`src/hdl/rv_pkg.sv`:
```
`default_nettype none

package rv_pkg;

    localparam int XLEN       = 32;                  // Data and address width
    localparam int REG_ADDR_W = 5;                   // Register index width
    localparam int SHAMT_W    = $clog2(XLEN);        // Shift amount bits
    localparam int IMEM_WORDS = 64;                  // Instruction ROM depth
    localparam int IMEM_AW    = $clog2(IMEM_WORDS);  // ROM word index width
    localparam int DMEM_BYTES = 256;                 // Data RAM size
    localparam int DMEM_AW    = $clog2(DMEM_BYTES);  // RAM byte index width
    localparam int OPCODE_W   = 7;

    // Major opcodes of the supported subset
    localparam logic [OPCODE_W-1:0] OPC_OP     = 7'b0110011;
    localparam logic [OPCODE_W-1:0] OPC_OP_IMM = 7'b0010011;
    localparam logic [OPCODE_W-1:0] OPC_LOAD   = 7'b0000011;
    localparam logic [OPCODE_W-1:0] OPC_STORE  = 7'b0100011;
    localparam logic [OPCODE_W-1:0] OPC_BRANCH = 7'b1100011;
    localparam logic [OPCODE_W-1:0] OPC_JAL    = 7'b1101111;
    localparam logic [OPCODE_W-1:0] OPC_JALR   = 7'b1100111;
    localparam logic [OPCODE_W-1:0] OPC_LUI    = 7'b0110111;

    typedef enum logic [3:0] {
        ALU_ADD    = 4'd0,
        ALU_SUB    = 4'd1,
        ALU_AND    = 4'd2,
        ALU_OR     = 4'd3,
        ALU_XOR    = 4'd4,
        ALU_SLT    = 4'd5,
        ALU_SLL    = 4'd6,
        ALU_SRL    = 4'd7,
        ALU_PASS_B = 4'd8    // Used by LUI
    } alu_op_e;

    typedef struct packed {
        logic [6:0]            funct7;
        logic [REG_ADDR_W-1:0] rs2;
        logic [REG_ADDR_W-1:0] rs1;
        logic [2:0]            funct3;
        logic [REG_ADDR_W-1:0] rd;
        logic [OPCODE_W-1:0]   opcode;
    } r_type_t;

    typedef struct packed {
        logic [11:0]           imm11_0;
        logic [REG_ADDR_W-1:0] rs1;
        logic [2:0]            funct3;
        logic [REG_ADDR_W-1:0] rd;
        logic [OPCODE_W-1:0]   opcode;
    } i_type_t;

    typedef struct packed {
        logic [6:0]            imm11_5;
        logic [REG_ADDR_W-1:0] rs2;
        logic [REG_ADDR_W-1:0] rs1;
        logic [2:0]            funct3;
        logic [4:0]            imm4_0;
        logic [OPCODE_W-1:0]   opcode;
    } s_type_t;

    typedef struct packed {
        logic                  imm12;
        logic [5:0]            imm10_5;
        logic [REG_ADDR_W-1:0] rs2;
        logic [REG_ADDR_W-1:0] rs1;
        logic [2:0]            funct3;
        logic [3:0]            imm4_1;
        logic                  imm11;
        logic [OPCODE_W-1:0]   opcode;
    } b_type_t;

    typedef struct packed {
        logic [19:0]           imm31_12;
        logic [REG_ADDR_W-1:0] rd;
        logic [OPCODE_W-1:0]   opcode;
    } u_type_t;

    typedef struct packed {
        logic                  imm20;
        logic [9:0]            imm10_1;
        logic                  imm11;
        logic [7:0]            imm19_12;
        logic [REG_ADDR_W-1:0] rd;
        logic [OPCODE_W-1:0]   opcode;
    } j_type_t;

    // One instruction word, viewed in every encoding format
    typedef union packed {
        r_type_t r;
        i_type_t i;
        s_type_t s;
        b_type_t b;
        u_type_t u;
        j_type_t j;
    } instr_u;

endpackage

`default_nettype wire

```
`src/hdl/pc_unit.sv`:
```
`timescale 1ns/1ps
`default_nettype none

module pc_unit (
    input  logic                    clk_i,
    input  logic                    rst_n_i,
    input  logic [rv_pkg::XLEN-1:0] imm_op_i,
    input  logic                    pc_src_i,
    input  logic [rv_pkg::XLEN-1:0] jalr_target_i,
    input  logic                    jalr_pc_src_i,
    output logic [rv_pkg::XLEN-1:0] pc_o,
    output logic [rv_pkg::XLEN-1:0] pc_plus4_o
);

    logic [rv_pkg::XLEN-1:0] next_pc;

    assign pc_plus4_o = pc_o + 32'd4;

    always_comb begin
        if (jalr_pc_src_i) begin
            next_pc = {jalr_target_i[rv_pkg::XLEN-1:1], 1'b0};  // LSB cleared
        end else if (pc_src_i) begin
            next_pc = pc_o + imm_op_i;  // Taken branch or JAL
        end else begin
            next_pc = pc_plus4_o;
        end
    end

    always_ff @(posedge clk_i) begin
        if (!rst_n_i) begin
            pc_o <= '0;
        end else begin
            pc_o <= next_pc;
        end
    end

endmodule

`default_nettype wire

```
`config.mk`:
```
export PLATFORM = sky130hd
export DESIGN_NAME = pc_unit
export DESIGN_NICKNAME = d
export VERILOG_FILES = /design/src/hdl/rv_pkg.sv /design/src/hdl/pc_unit.sv
export SDC_FILE = /design/constraint.sdc
export NUM_CORES = 1
export LEC_CHECK = 0
export BUFFER_PORTS_ARGS = -buffer_cell sky130_fd_sc_hd__buf_2
export CORE_MARGIN = 8
export CORE_UTILIZATION = 43
export DETAILED_ROUTE_END_ITERATION = 10
export PLACE_DENSITY_LB_ADDON = 0.2
export SYNTH_ARGS = -nofsm -noshare
export SYNTH_HDL_FRONTEND = slang
export SYNTH_SLANG_ARGS = --single-unit
```
`constraint.sdc`:
```
create_clock -name clk_i -period 2.55 [get_ports clk_i]
set_clock_uncertainty 0.15 [all_clocks]
set_input_delay 0.1275 -clock clk_i [delete_from_list [all_inputs] [get_ports clk_i]]
set_output_delay 0.1275 -clock clk_i [all_outputs]
set_load 0.01 [all_outputs]
```
==> reports/results.tsv <==
stage	metric	value	unit
outcome	run_status	complete, but fails checks	
outcome	violations	setup timing	
worst_setup_path	cp-end-kind	flop	
detailed_routing	remaining_drc_errors	0	
logic_synthesis	yosys_warnings	0	
clock_network	h-tree-depth	2	
logic_synthesis	syn_area_per_cell	7.507	um^2
power_and_ir_drop	power_frac_seq	26.0	%
grt	antenna_found_initial	0	
logic_synthesis	synth_area	0.003588	mm^2
logic_synthesis	async_flop_share	0	%
floorplanning	initial_utilization	44.12	%
hold_path	hp-class	in2reg	
final_layout	reg_top3	pc_o: 31 flops	
floorplanning	rows	33	
floorplanning	io_pins	132	
sta	hold_violations	0	
worst_setup_path	start_kind	flop	
sta	fin_setup_tns	-0.2154	ns
power_and_ir_drop	p_sw	0.0009080	W
final_layout	diodes	0	
final_layout	largest_reg_flops	31	
floorplanning	dieArea	0.01152	mm^2
logic_synthesis	synth_edf_count	0	
logic_synthesis	synth.most_common_cell	a21oi_1	
placed_design	gp_congestion	0.9170	
final_layout	top_register	pc_o	
run	drv_cap	0	
logic_synthesis	synthTopCellsByCount	a21oi_1 (53), nand2_1 (52), o21ai_0 (36), xnor2_1 (34)	
final_layout	drive_gt1_share	42.96	%
clock_network	cts_tree	yes	
worst_setup_path	crit_path_frequent_cell	a211oi_2	
detailed_routing	drt_pass1_iterations	4	
logic_synthesis	synth_cell_types	69	
logic_synthesis	synthCells	478	
worst_setup_path	cp_cell_sequence	ha_4 > o211ai_1 > o21a_1 > a2111o_1 > a211oi_2 > a211oi_2 > o21ai_2 > mux2_4 > a221oi_2	
sta	fin_crit	2.674	ns
detailed_routing	drtIter0Drc	204	
clock_network	cts_buffers	5	
worst_setup_path	worstPathMaxFanout	3	
clock_network	cts_root_buffer	clkbuf_8	
detailed_routing	post_drt_wl_per_cell	17.40	um
logic_synthesis	synth_top_cell_by_area	dfxtp_1	
power_and_ir_drop	cellInternalPower	0.001384	W
sta	rsz0062_at_grt	true	
detailed_routing	postRouteWirelength	13.81	mm
floorplanning	fp.dieH	107.4	um
logic_synthesis	synth_top_area_share	17.85	%
clock_network	clock_path_buffers	2	
grt	grt.total_usage	23.11	%
power_and_ir_drop	vdd_drop_max	0.0002237	V
power_and_ir_drop	pwr-share-clk	18.7	%
placed_design	dp_slack	-0.1342	ns
sta	setup-violations-final	4	
final_layout	syn_to_final_growth	53.24	%
clock_network	clk_latency	0.29	ns
logic_synthesis	ys.flop_type	dfxtp_1	
final_layout	fin_area	0.005499	mm^2
worst_setup_path	crit_required	2.59	ns
grt	grt_max_degree	30	
floorplanning	die_w	107.4	um
sta	period_share	104.9	%
placed_design	place_hpwl	10.76	mm
clock_network	cts.sinks	32	
sta	maxSlewViolCount	0	
worst_setup_path	worstSetupPathType	reg2reg	
detailed_routing	viasPerCell	5.588	
power_and_ir_drop	finalPower	0.002292	W
placed_design	port_buffers	130	
sta	tightestPinTransition	0.5184	ns
logic_synthesis	synth.area.top_cells	dfxtp_1 (18%), ha_1 (11%), xnor2_1 (8.3%)	
final_layout	fin_nets	789	
detailed_routing	vias	4437	
grt	grt_pass1_vias	4547	
sta	relSlewSlack	65.44	%
worst_setup_path	critical_path_arrival	2.72	ns
power_and_ir_drop	powerDensity	416.8	mW/mm^2
worst_setup_path	cpPeakStageDelay	0.46	ns
grt	grt_pass1_wl	22.19	mm
logic_synthesis	syn-num-nets	579	
sta	whs	0.008822	ns
floorplanning	core_area	0.008134	mm^2
power_and_ir_drop	swShare	39.61	%
power_and_ir_drop	p_leak	2.527	nW
sta	timing.fmax	0.3740	GHz
worst_setup_path	crit_slowest_cell	a2111o_1	
sta	setup_slack	-0.1237	ns
power_and_ir_drop	combPwrFrac	55.3	%
grt	grt-ovfl-total	0	
logic_synthesis	synth-seq-area-share	17.85	%
clock_network	clkSlewWorstSetupHoldPaths	0.07	ns
placed_design	placed_area	0.004952	mm^2
logic_synthesis	ys_ff_latch	32	
detailed_routing	ant_nets	0	
-- logic make-up after synthesis --
family / synth area share, %
xor+xnor: 11.47
mux: 1.709
fa+ha+maj: 11.72
simple gates: 23.47
compound gates: 28.77
flops: 17.85
buf+inv: 5.021
-- per-stage QoR --
stage | util [%] | cells
final | 67.61 | 794
after global routing | 67.61 | 794
after CTS | 65.11 | 789
after detailed placement | 60.88 | 761
after global placement | 60.88 | 761
after floorplan | - | 478
-- critical path, delay by kind of cell (launching register included) --
kind | cells | cell delay [ns]
compound gates | 7 | 1.49
flops | 1 | 0.35
mux | 1 | 0.32
fa+ha+maj | 1 | 0.27
-- placed cells by master (no fill, tap or decap), types with 6 or more instances in the layout --
cell type	n
xor2_1	13
dlygate4sd3_1	17
nor2_1	25
inv_1	11
clkbuf_8	6
ha_1	15
and3_1	7
nand4_1	11
dfxtp_1	19
a211oi_1	7
nand3_1	23
buf_4	77
dfxtp_2	10
xnor2_1	32
ha_4	15
nand2_1	51
a21oi_2	8
nor3_1	7
a21oi_1	45
buf_2	130
o21ai_0	29
-- what timing repair did --
item / 4_1_cts / 5_1_grt
hold endpoints to repair: 17 / 0
pin swaps: 8 / 18
resized for setup: 12 / 41
endpoints found under the setup margin: 12 / 25
buffers inserted: 3 / 6
hold buffers: 17 / 0
-- worst paths after layout --
path,startpoint,to,slack (ns),depth (start not counted)
worst max-delay path,pc_o[4],pc_o[31],-0.12,9
worst min-delay path,jalr_target_i[14],pc_o[14],0.009,3
worst max register to register,pc_o[4],pc_o[31],-0.12,9
worst min register to register,flop,flop,0.53,3
-- cell type report --
class	count	area (um^2)
inverters	14	52.55
fillers	713	2635
flip-flops and latches	32	664.4
multi-input cells	409	3139
well taps	105	131.4
repair buffers	226	1421
clock buffers	8	90.09
-- power by group through the flow --
stage | clock network, W | registers, W | logic [W]
floorplan | 0 | 0.000645 | 0.000672
global placement | 0 | 0.000601 | 0.00114
detailed placement | 0 | 0.000604 | 0.00116
CTS | 0.000439 | 0.000594 | 0.00120
global route | 0.000458 | 0.000602 | 0.00139
finish | 0.000428 | 0.000597 | 0.00127
-- per-layer routing --
metal  vias to the layer above  share of wire, %  wire (um)  global-route usage [%]
li1                       2199                 -          -                       -
met1                      2079                43       5898                   28.37
met2                       142                49       6724                   40.82
met3                        17               6.8        937                   3.114
met4                         0               1.8        253                   6.739
met5                         -                 0          0                       0
No activity file was read; power rests on OpenSTA's default activity.
