[src/hdl/rv_pkg.sv]
`default_nettype none

package rv_pkg;

    localparam int XLEN       = 32;                  // Data and address width
    localparam int REG_ADDR_W = 5;                   // Register index width
    localparam int SHAMT_W    = $clog2(XLEN);        // Shift amount bits
    localparam int IMEM_WORDS = 64;                  // Instruction ROM depth
    localparam int IMEM_AW    = $clog2(IMEM_WORDS);  // ROM word index width
    localparam int DMEM_BYTES = 256;                 // Data RAM size
    localparam int DMEM_AW    = $clog2(DMEM_BYTES);  // RAM byte index width
    localparam int OPCODE_W   = 7;

    // Major opcodes of the supported subset
    localparam logic [OPCODE_W-1:0] OPC_OP     = 7'b0110011;
    localparam logic [OPCODE_W-1:0] OPC_OP_IMM = 7'b0010011;
    localparam logic [OPCODE_W-1:0] OPC_LOAD   = 7'b0000011;
    localparam logic [OPCODE_W-1:0] OPC_STORE  = 7'b0100011;
    localparam logic [OPCODE_W-1:0] OPC_BRANCH = 7'b1100011;
    localparam logic [OPCODE_W-1:0] OPC_JAL    = 7'b1101111;
    localparam logic [OPCODE_W-1:0] OPC_JALR   = 7'b1100111;
    localparam logic [OPCODE_W-1:0] OPC_LUI    = 7'b0110111;

    typedef enum logic [3:0] {
        ALU_ADD    = 4'd0,
        ALU_SUB    = 4'd1,
        ALU_AND    = 4'd2,
        ALU_OR     = 4'd3,
        ALU_XOR    = 4'd4,
        ALU_SLT    = 4'd5,
        ALU_SLL    = 4'd6,
        ALU_SRL    = 4'd7,
        ALU_PASS_B = 4'd8    // Used by LUI
    } alu_op_e;

    typedef struct packed {
        logic [6:0]            funct7;
        logic [REG_ADDR_W-1:0] rs2;
        logic [REG_ADDR_W-1:0] rs1;
        logic [2:0]            funct3;
        logic [REG_ADDR_W-1:0] rd;
        logic [OPCODE_W-1:0]   opcode;
    } r_type_t;

    typedef struct packed {
        logic [11:0]           imm11_0;
        logic [REG_ADDR_W-1:0] rs1;
        logic [2:0]            funct3;
        logic [REG_ADDR_W-1:0] rd;
        logic [OPCODE_W-1:0]   opcode;
    } i_type_t;

    typedef struct packed {
        logic [6:0]            imm11_5;
        logic [REG_ADDR_W-1:0] rs2;
        logic [REG_ADDR_W-1:0] rs1;
        logic [2:0]            funct3;
        logic [4:0]            imm4_0;
        logic [OPCODE_W-1:0]   opcode;
    } s_type_t;

    typedef struct packed {
        logic                  imm12;
        logic [5:0]            imm10_5;
        logic [REG_ADDR_W-1:0] rs2;
        logic [REG_ADDR_W-1:0] rs1;
        logic [2:0]            funct3;
        logic [3:0]            imm4_1;
        logic                  imm11;
        logic [OPCODE_W-1:0]   opcode;
    } b_type_t;

    typedef struct packed {
        logic [19:0]           imm31_12;
        logic [REG_ADDR_W-1:0] rd;
        logic [OPCODE_W-1:0]   opcode;
    } u_type_t;

    typedef struct packed {
        logic                  imm20;
        logic [9:0]            imm10_1;
        logic                  imm11;
        logic [7:0]            imm19_12;
        logic [REG_ADDR_W-1:0] rd;
        logic [OPCODE_W-1:0]   opcode;
    } j_type_t;

    // One instruction word, viewed in every encoding format
    typedef union packed {
        r_type_t r;
        i_type_t i;
        s_type_t s;
        b_type_t b;
        u_type_t u;
        j_type_t j;
    } instr_u;

endpackage

`default_nettype wire

[src/hdl/alu.sv]
`timescale 1ns/1ps
`default_nettype none

module alu (
    input  logic [rv_pkg::XLEN-1:0] a_i,
    input  logic [rv_pkg::XLEN-1:0] b_i,
    input  rv_pkg::alu_op_e         op_i,
    output logic [rv_pkg::XLEN-1:0] result_o,
    output logic                    eq_o
);

    logic [rv_pkg::SHAMT_W-1:0] shamt;
    logic                       lt;

    assign shamt = b_i[rv_pkg::SHAMT_W-1:0];
    assign lt    = $signed(a_i) < $signed(b_i);  // SLT and SLTI

    always_comb begin
        case (op_i)
            rv_pkg::ALU_ADD:    result_o = a_i + b_i;
            rv_pkg::ALU_SUB:    result_o = a_i - b_i;
            rv_pkg::ALU_AND:    result_o = a_i & b_i;
            rv_pkg::ALU_OR:     result_o = a_i | b_i;
            rv_pkg::ALU_XOR:    result_o = a_i ^ b_i;
            rv_pkg::ALU_SLT:    result_o = {{(rv_pkg::XLEN-1){1'b0}}, lt};
            rv_pkg::ALU_SLL:    result_o = a_i << shamt;
            rv_pkg::ALU_SRL:    result_o = a_i >> shamt;
            rv_pkg::ALU_PASS_B: result_o = b_i;
            default:            result_o = '0;
        endcase
    end

    assign eq_o = (a_i == b_i);  // Branch compare of rs1 and rs2

endmodule

`default_nettype wire

[src/hdl/reg_file.sv]
`timescale 1ns/1ps
`default_nettype none

module reg_file (
    input  logic                          clk_i,
    input  logic [rv_pkg::REG_ADDR_W-1:0] rs1_i,
    input  logic [rv_pkg::REG_ADDR_W-1:0] rs2_i,
    input  logic [rv_pkg::REG_ADDR_W-1:0] rd_i,
    input  logic                          we_i,
    input  logic [rv_pkg::XLEN-1:0]       wd_i,
    output logic [rv_pkg::XLEN-1:0]       rd1_o,
    output logic [rv_pkg::XLEN-1:0]       rd2_o
);

    logic [rv_pkg::XLEN-1:0] regs [1:31];  // x0 has no storage

    always_ff @(posedge clk_i) begin
        if (we_i && rd_i != '0) begin
            regs[rd_i] <= wd_i;
        end
    end

    assign rd1_o = (rs1_i == '0) ? '0 : regs[rs1_i];
    assign rd2_o = (rs2_i == '0) ? '0 : regs[rs2_i];

endmodule

`default_nettype wire

[src/hdl/alu_top.sv]
`timescale 1ns/1ps
`default_nettype none

module alu_top (
    input  logic                          clk_i,
    input  logic [rv_pkg::REG_ADDR_W-1:0] rs1_i,
    input  logic [rv_pkg::REG_ADDR_W-1:0] rs2_i,
    input  logic [rv_pkg::REG_ADDR_W-1:0] rd_i,
    input  logic                          reg_write_i,
    input  logic                          result_src_i,
    input  logic                          alu_src_i,
    input  logic                          jump_store_i,
    input  logic [rv_pkg::XLEN-1:0]       imm_op_i,
    input  logic [rv_pkg::XLEN-1:0]       mem_read_val_i,
    input  rv_pkg::alu_op_e               alu_ctrl_i,
    input  logic [rv_pkg::XLEN-1:0]       pc_plus4_i,
    output logic                          eq_o,
    output logic [rv_pkg::XLEN-1:0]       alu_out_o,
    output logic [rv_pkg::XLEN-1:0]       rs2_val_o
);

    logic [rv_pkg::XLEN-1:0] rs1_val;
    logic [rv_pkg::XLEN-1:0] alu_b;
    logic [rv_pkg::XLEN-1:0] wb_val;

    reg_file u_reg_file (
        .clk_i (clk_i),
        .rs1_i (rs1_i),
        .rs2_i (rs2_i),
        .rd_i  (rd_i),
        .we_i  (reg_write_i),
        .wd_i  (wb_val),
        .rd1_o (rs1_val),
        .rd2_o (rs2_val_o)
    );

    assign alu_b = alu_src_i ? imm_op_i : rs2_val_o;

    alu u_alu (
        .a_i      (rs1_val),
        .b_i      (alu_b),
        .op_i     (alu_ctrl_i),
        .result_o (alu_out_o),
        .eq_o     (eq_o)
    );

    // Link address wins for JAL and JALR
    assign wb_val = jump_store_i ? pc_plus4_i :
                    result_src_i ? mem_read_val_i : alu_out_o;

endmodule

`default_nettype wire

[config.mk]
export PLATFORM = sky130hd
export DESIGN_NAME = alu_top
export DESIGN_NICKNAME = d
export VERILOG_FILES = /design/src/hdl/rv_pkg.sv /design/src/hdl/alu.sv /design/src/hdl/reg_file.sv /design/src/hdl/alu_top.sv
export SDC_FILE = /design/constraint.sdc
export NUM_CORES = 2
export LEC_CHECK = 0
export ABC_AREA = 1
export BUFFER_PORTS_ARGS = -buffer_cell sky130_fd_sc_hd__clkbuf_2
export CAP_MARGIN = 30
export CORE_MARGIN = 2
export CORE_UTILIZATION = 50
export DETAILED_ROUTE_END_ITERATION = 7
export PLACE_DENSITY = 0.69
export SLEW_MARGIN = 30
export SYNTH_ARGS = -nofsm -noshare
export SYNTH_HDL_FRONTEND = slang
export SYNTH_SLANG_ARGS = --single-unit
[constraint.sdc]
create_clock -name clk_i -period 4.85 [get_ports clk_i]
set_input_delay 0.2425 -clock clk_i [delete_from_list [all_inputs] [get_ports clk_i]]
set_output_delay 0.2425 -clock clk_i [all_outputs]
set_load 0.01 [all_outputs]
==> flow_summary.json <==
{
  "cts_buffers": 104,
  "synthArstFlopShare_pct": 0,
  "critPathCaptureType": "output port",
  "min_period_ns": 4.84,
  "drt_drc_violations_left": 0,
  "synth_area_leader_cell": "edfxtp_1",
  "clk_pin_slew_worst_paths_ns": 0.06,
  "syn_area_mm2": 0.0596,
  "area_delta_synth_final_pct": 24.8,
  "holdBufCountCts": 0,
  "hold_path.class": "input pin to flip-flop",
  "final_hold_viol_count": 0,
  "synth.most_common_cell": "nand2_1",
  "dieArea_mm2": 0.122,
  "cp_data_required_time_ns": 4.61,
  "dp_hpwl_um": 181000,
  "grt_usage_pct": 41.1,
  "initial_utilization_pct": 50.5,
  "cts_tree": "done",
  "outcome": "completed",
  "utilization_pct": 63.0,
  "rsz0062_at_grt": "true",
  "r2r-start": "u_reg_file.regs[9][5]",
  "routed_wl_um": 260000,
  "fin_nets": 8092,
  "synth_common_cells": "nand2_1 (1354), edfxtp_1 (992), nand3_1 (863)",
  "largest_reg_flops": 992,
  "reg2reg_to": "u_reg_file.regs[9][26]",
  "crit_start": "u_reg_file.regs[3][6]",
  "ys_ff_latch": 992,
  "clock_skew_ns": 0.0390,
  "synth_top_area_share_pct": 50.0,
  "cpMostUsedCell": "buf_4",
  "cp_data_arrival_time_ns": 4.60,
  "grt_pass1_vias": 54829,
  "clk_latency_ns": 0.73,
  "relSlewSlack_pct": 29.9,
  "vdd_ir_drop_max_uv": 389,
  "tightest_slew_ns": 1.05,
  "drv_slew": 0,
  "path_buf_inv": 10,
  "cts-root-buf": "clkbuf_16",
  "num_rows": 126,
  "synth_top_flop_cell": "edfxtp_1",
  "layout-drive-gt1-share_pct": 22.3,
  "fin_crit_sh_pct": 99.8,
  "regMostFlops": "u_reg_file.regs",
  "grt-ovfl-total": 0,
  "yosysWarnings": 0,
  "grt_max_degree": 75,
  "yosysSeqAreaShare_pct": 50.0,
  "cp-endpoint": "alu_out_o[12]",
  "setup_viol": 0,
  "fill_cells": 9884,
  "synth_fp_nets": 7315,
  "slowest_stage": "edfxtp_1",
  "timing.fmax_mhz": 207,
  "ant_nets": 0,
  "die_y_um": 349,
  "reg2reg_depth": 28,
  "synth_edf_count": 992,
  "pin_count": 185,
  "core_mm2": 0.118,
  "crit_cells": 27,
  "drt-vias-per-instance": 6.28,
  "gp_congestion": 1.06,
  "avgSynthCellArea_um2": 8.40,
  "antenna_found_initial": 13,
  "synthCells": 7095,
  "largestRegisters": "u_reg_file.regs x992",
  "yosys.cell_types.count": 58,
  "clkSinkCount": 992,
  "route.vias.total": 59691,
  "cap_viol_max_count": 0,
  "yosys-top-cells-area": "edfxtp_1 (50%), nand2_1 (8.5%), nand3_1 (7.2%)",
  "wl_per_cell_um": 27.3,
  "clockBufferDepth": 3,
  "grt_pass1_wl_um": 365000,
  "cp_max_fo": 5,
  "firstDrtPassIters": 8,
  "cts_max_level": 3,
  "powerDensity_mw_per_mm2": 331,
  "critPathTopFamily": "buffers and inverters",
  "crit_path_max_incr_delay_ns": 0.40,
  "critical_path_class": "flip-flop to output port",
  "fin_tns_setup_ns": 0,
  "start_kind": "flip-flop",
  "power_leakage_uw": 0.0302,
  "rrSetupSlack_ns": 0.31,
  "port_buffers": 184,
  "die_w_um": 349,
  "drtIter0Drc": 9047
}
worst register-to-register path, delay by kind of cell (launching register included):
family	cells	cell delay [ns]
and+or+nand+nor	15	2.00
adders and majority gates	1	0.34
buffers and inverters	5	0.68
AOI/OAI and AO/OA	7	0.90
DFF	1	0.34
layout by cell type (no fill, tap or decap), types with 10 or more instances in the layout:
cell	n
a21oi_1	511
a21oi_2	50
a221oi_1	28
buf_12	118
buf_4	842
buf_6	30
bufinv_16	11
clkbuf_1	24
clkbuf_16	110
clkbuf_2	160
clkinv_1	38
clkinv_2	13
edfxtp_1	992
ha_1	75
ha_4	19
inv_1	626
inv_2	46
nand2_1	1293
nand2_2	62
nand2_4	10
nand3_1	809
nand3_2	59
nand3_4	10
nand4_1	52
nor2_1	504
nor2_2	32
nor2_4	42
nor3_2	15
o2111ai_1	17
o211ai_1	298
o21ai_0	708
o21ai_1	114
o21ai_2	23
o221ai_1	13
o22ai_1	24
or2_2	29
worst min path at each step:
| stage | startpoint | end | slack, ns | cells after the start |
|---|---|---|---|---|
| 3_3_place_gp | pc_plus4_i[22] | u_reg_file.regs[2][22] | 0.81 | 4 |
| 4_1_cts | pc_plus4_i[30] | u_reg_file.regs[6][30] | 0.05 | 4 |
| 3_5_place_dp | pc_plus4_i[30] | u_reg_file.regs[6][30] | 0.79 | 4 |
| 2_1_floorplan | imm_op_i[11] | alu_out_o[11] | 0.75 | 4 |
| 5_1_grt | pc_plus4_i[30] | u_reg_file.regs[4][30] | 0.12 | 4 |
| 6_report | pc_plus4_i[30] | u_reg_file.regs[6][30] | 0.09 | 4 |
layout make-up:
type	instances	area, um^2	area share, %
timing repair buffer	1177	10300	13.9
antenna	6	15.0	0.0202
clock buffer	130	2740	3.69
multi-input combinational	4912	26300	35.4
tap	1536	1920	2.58
inverter	685	2600	3.50
clock inverter	67	689	0.927
sequential	992	29800	40.1
power by group:
part	internal [uW]	switching (uW)	total (uW)
clock network	4610	3500	8120
logic	2600	4190	6790
registers	9690	39.0	9730
timing repair:
item | in CTS | in global routing
gates resized for setup | 111 | 382
setup buffers | 21 | 36
endpoints found under the setup margin | 208 | 267
pin swaps | 47 | 171
gates cloned | 0 | 4
through the flow:
step	hold slack, ns	instances	instance area [um^2]	total power [uW]	setup slack [ns]
2_1_floorplan	0.746	7095	59600	12800	0.194
3_3_place_gp	0.810	9249	68500	15800	-0.708
3_5_place_dp	0.794	9256	68700	15900	-0.762
4_1_cts	0.0494	9471	72700	24000	-0.0243
5_1_grt	0.115	9500	74300	25300	-0.153
6_report	0.0910	9505	74300	24600	0.00891
layer usage:
| metal | track usage (%) | part of all wire, % |
|---|---|---|
| met1 | 54.4 | 37 |
| met3 | 9.59 | 13 |
| met4 | 24.6 | 7.2 |
| met5 | 0 | 0.055 |
| met2 | 61.6 | 43 |
logic make-up (layout without fill, tap and decap cells):
logic type	after synthesis	in the layout	share of synthesized area, %
simple gates	2949	2949	21.3
compound gates	1854	1854	17.5
buf+inv	1191	2059	8.96
flops	992	992	50.0
fa+ha+maj	100	100	2.12
xor+xnor	7	7	0.103
mux	2	2	0.0336
other cells	0	6	0
Note: power is estimated with default switching activity, not from simulation.
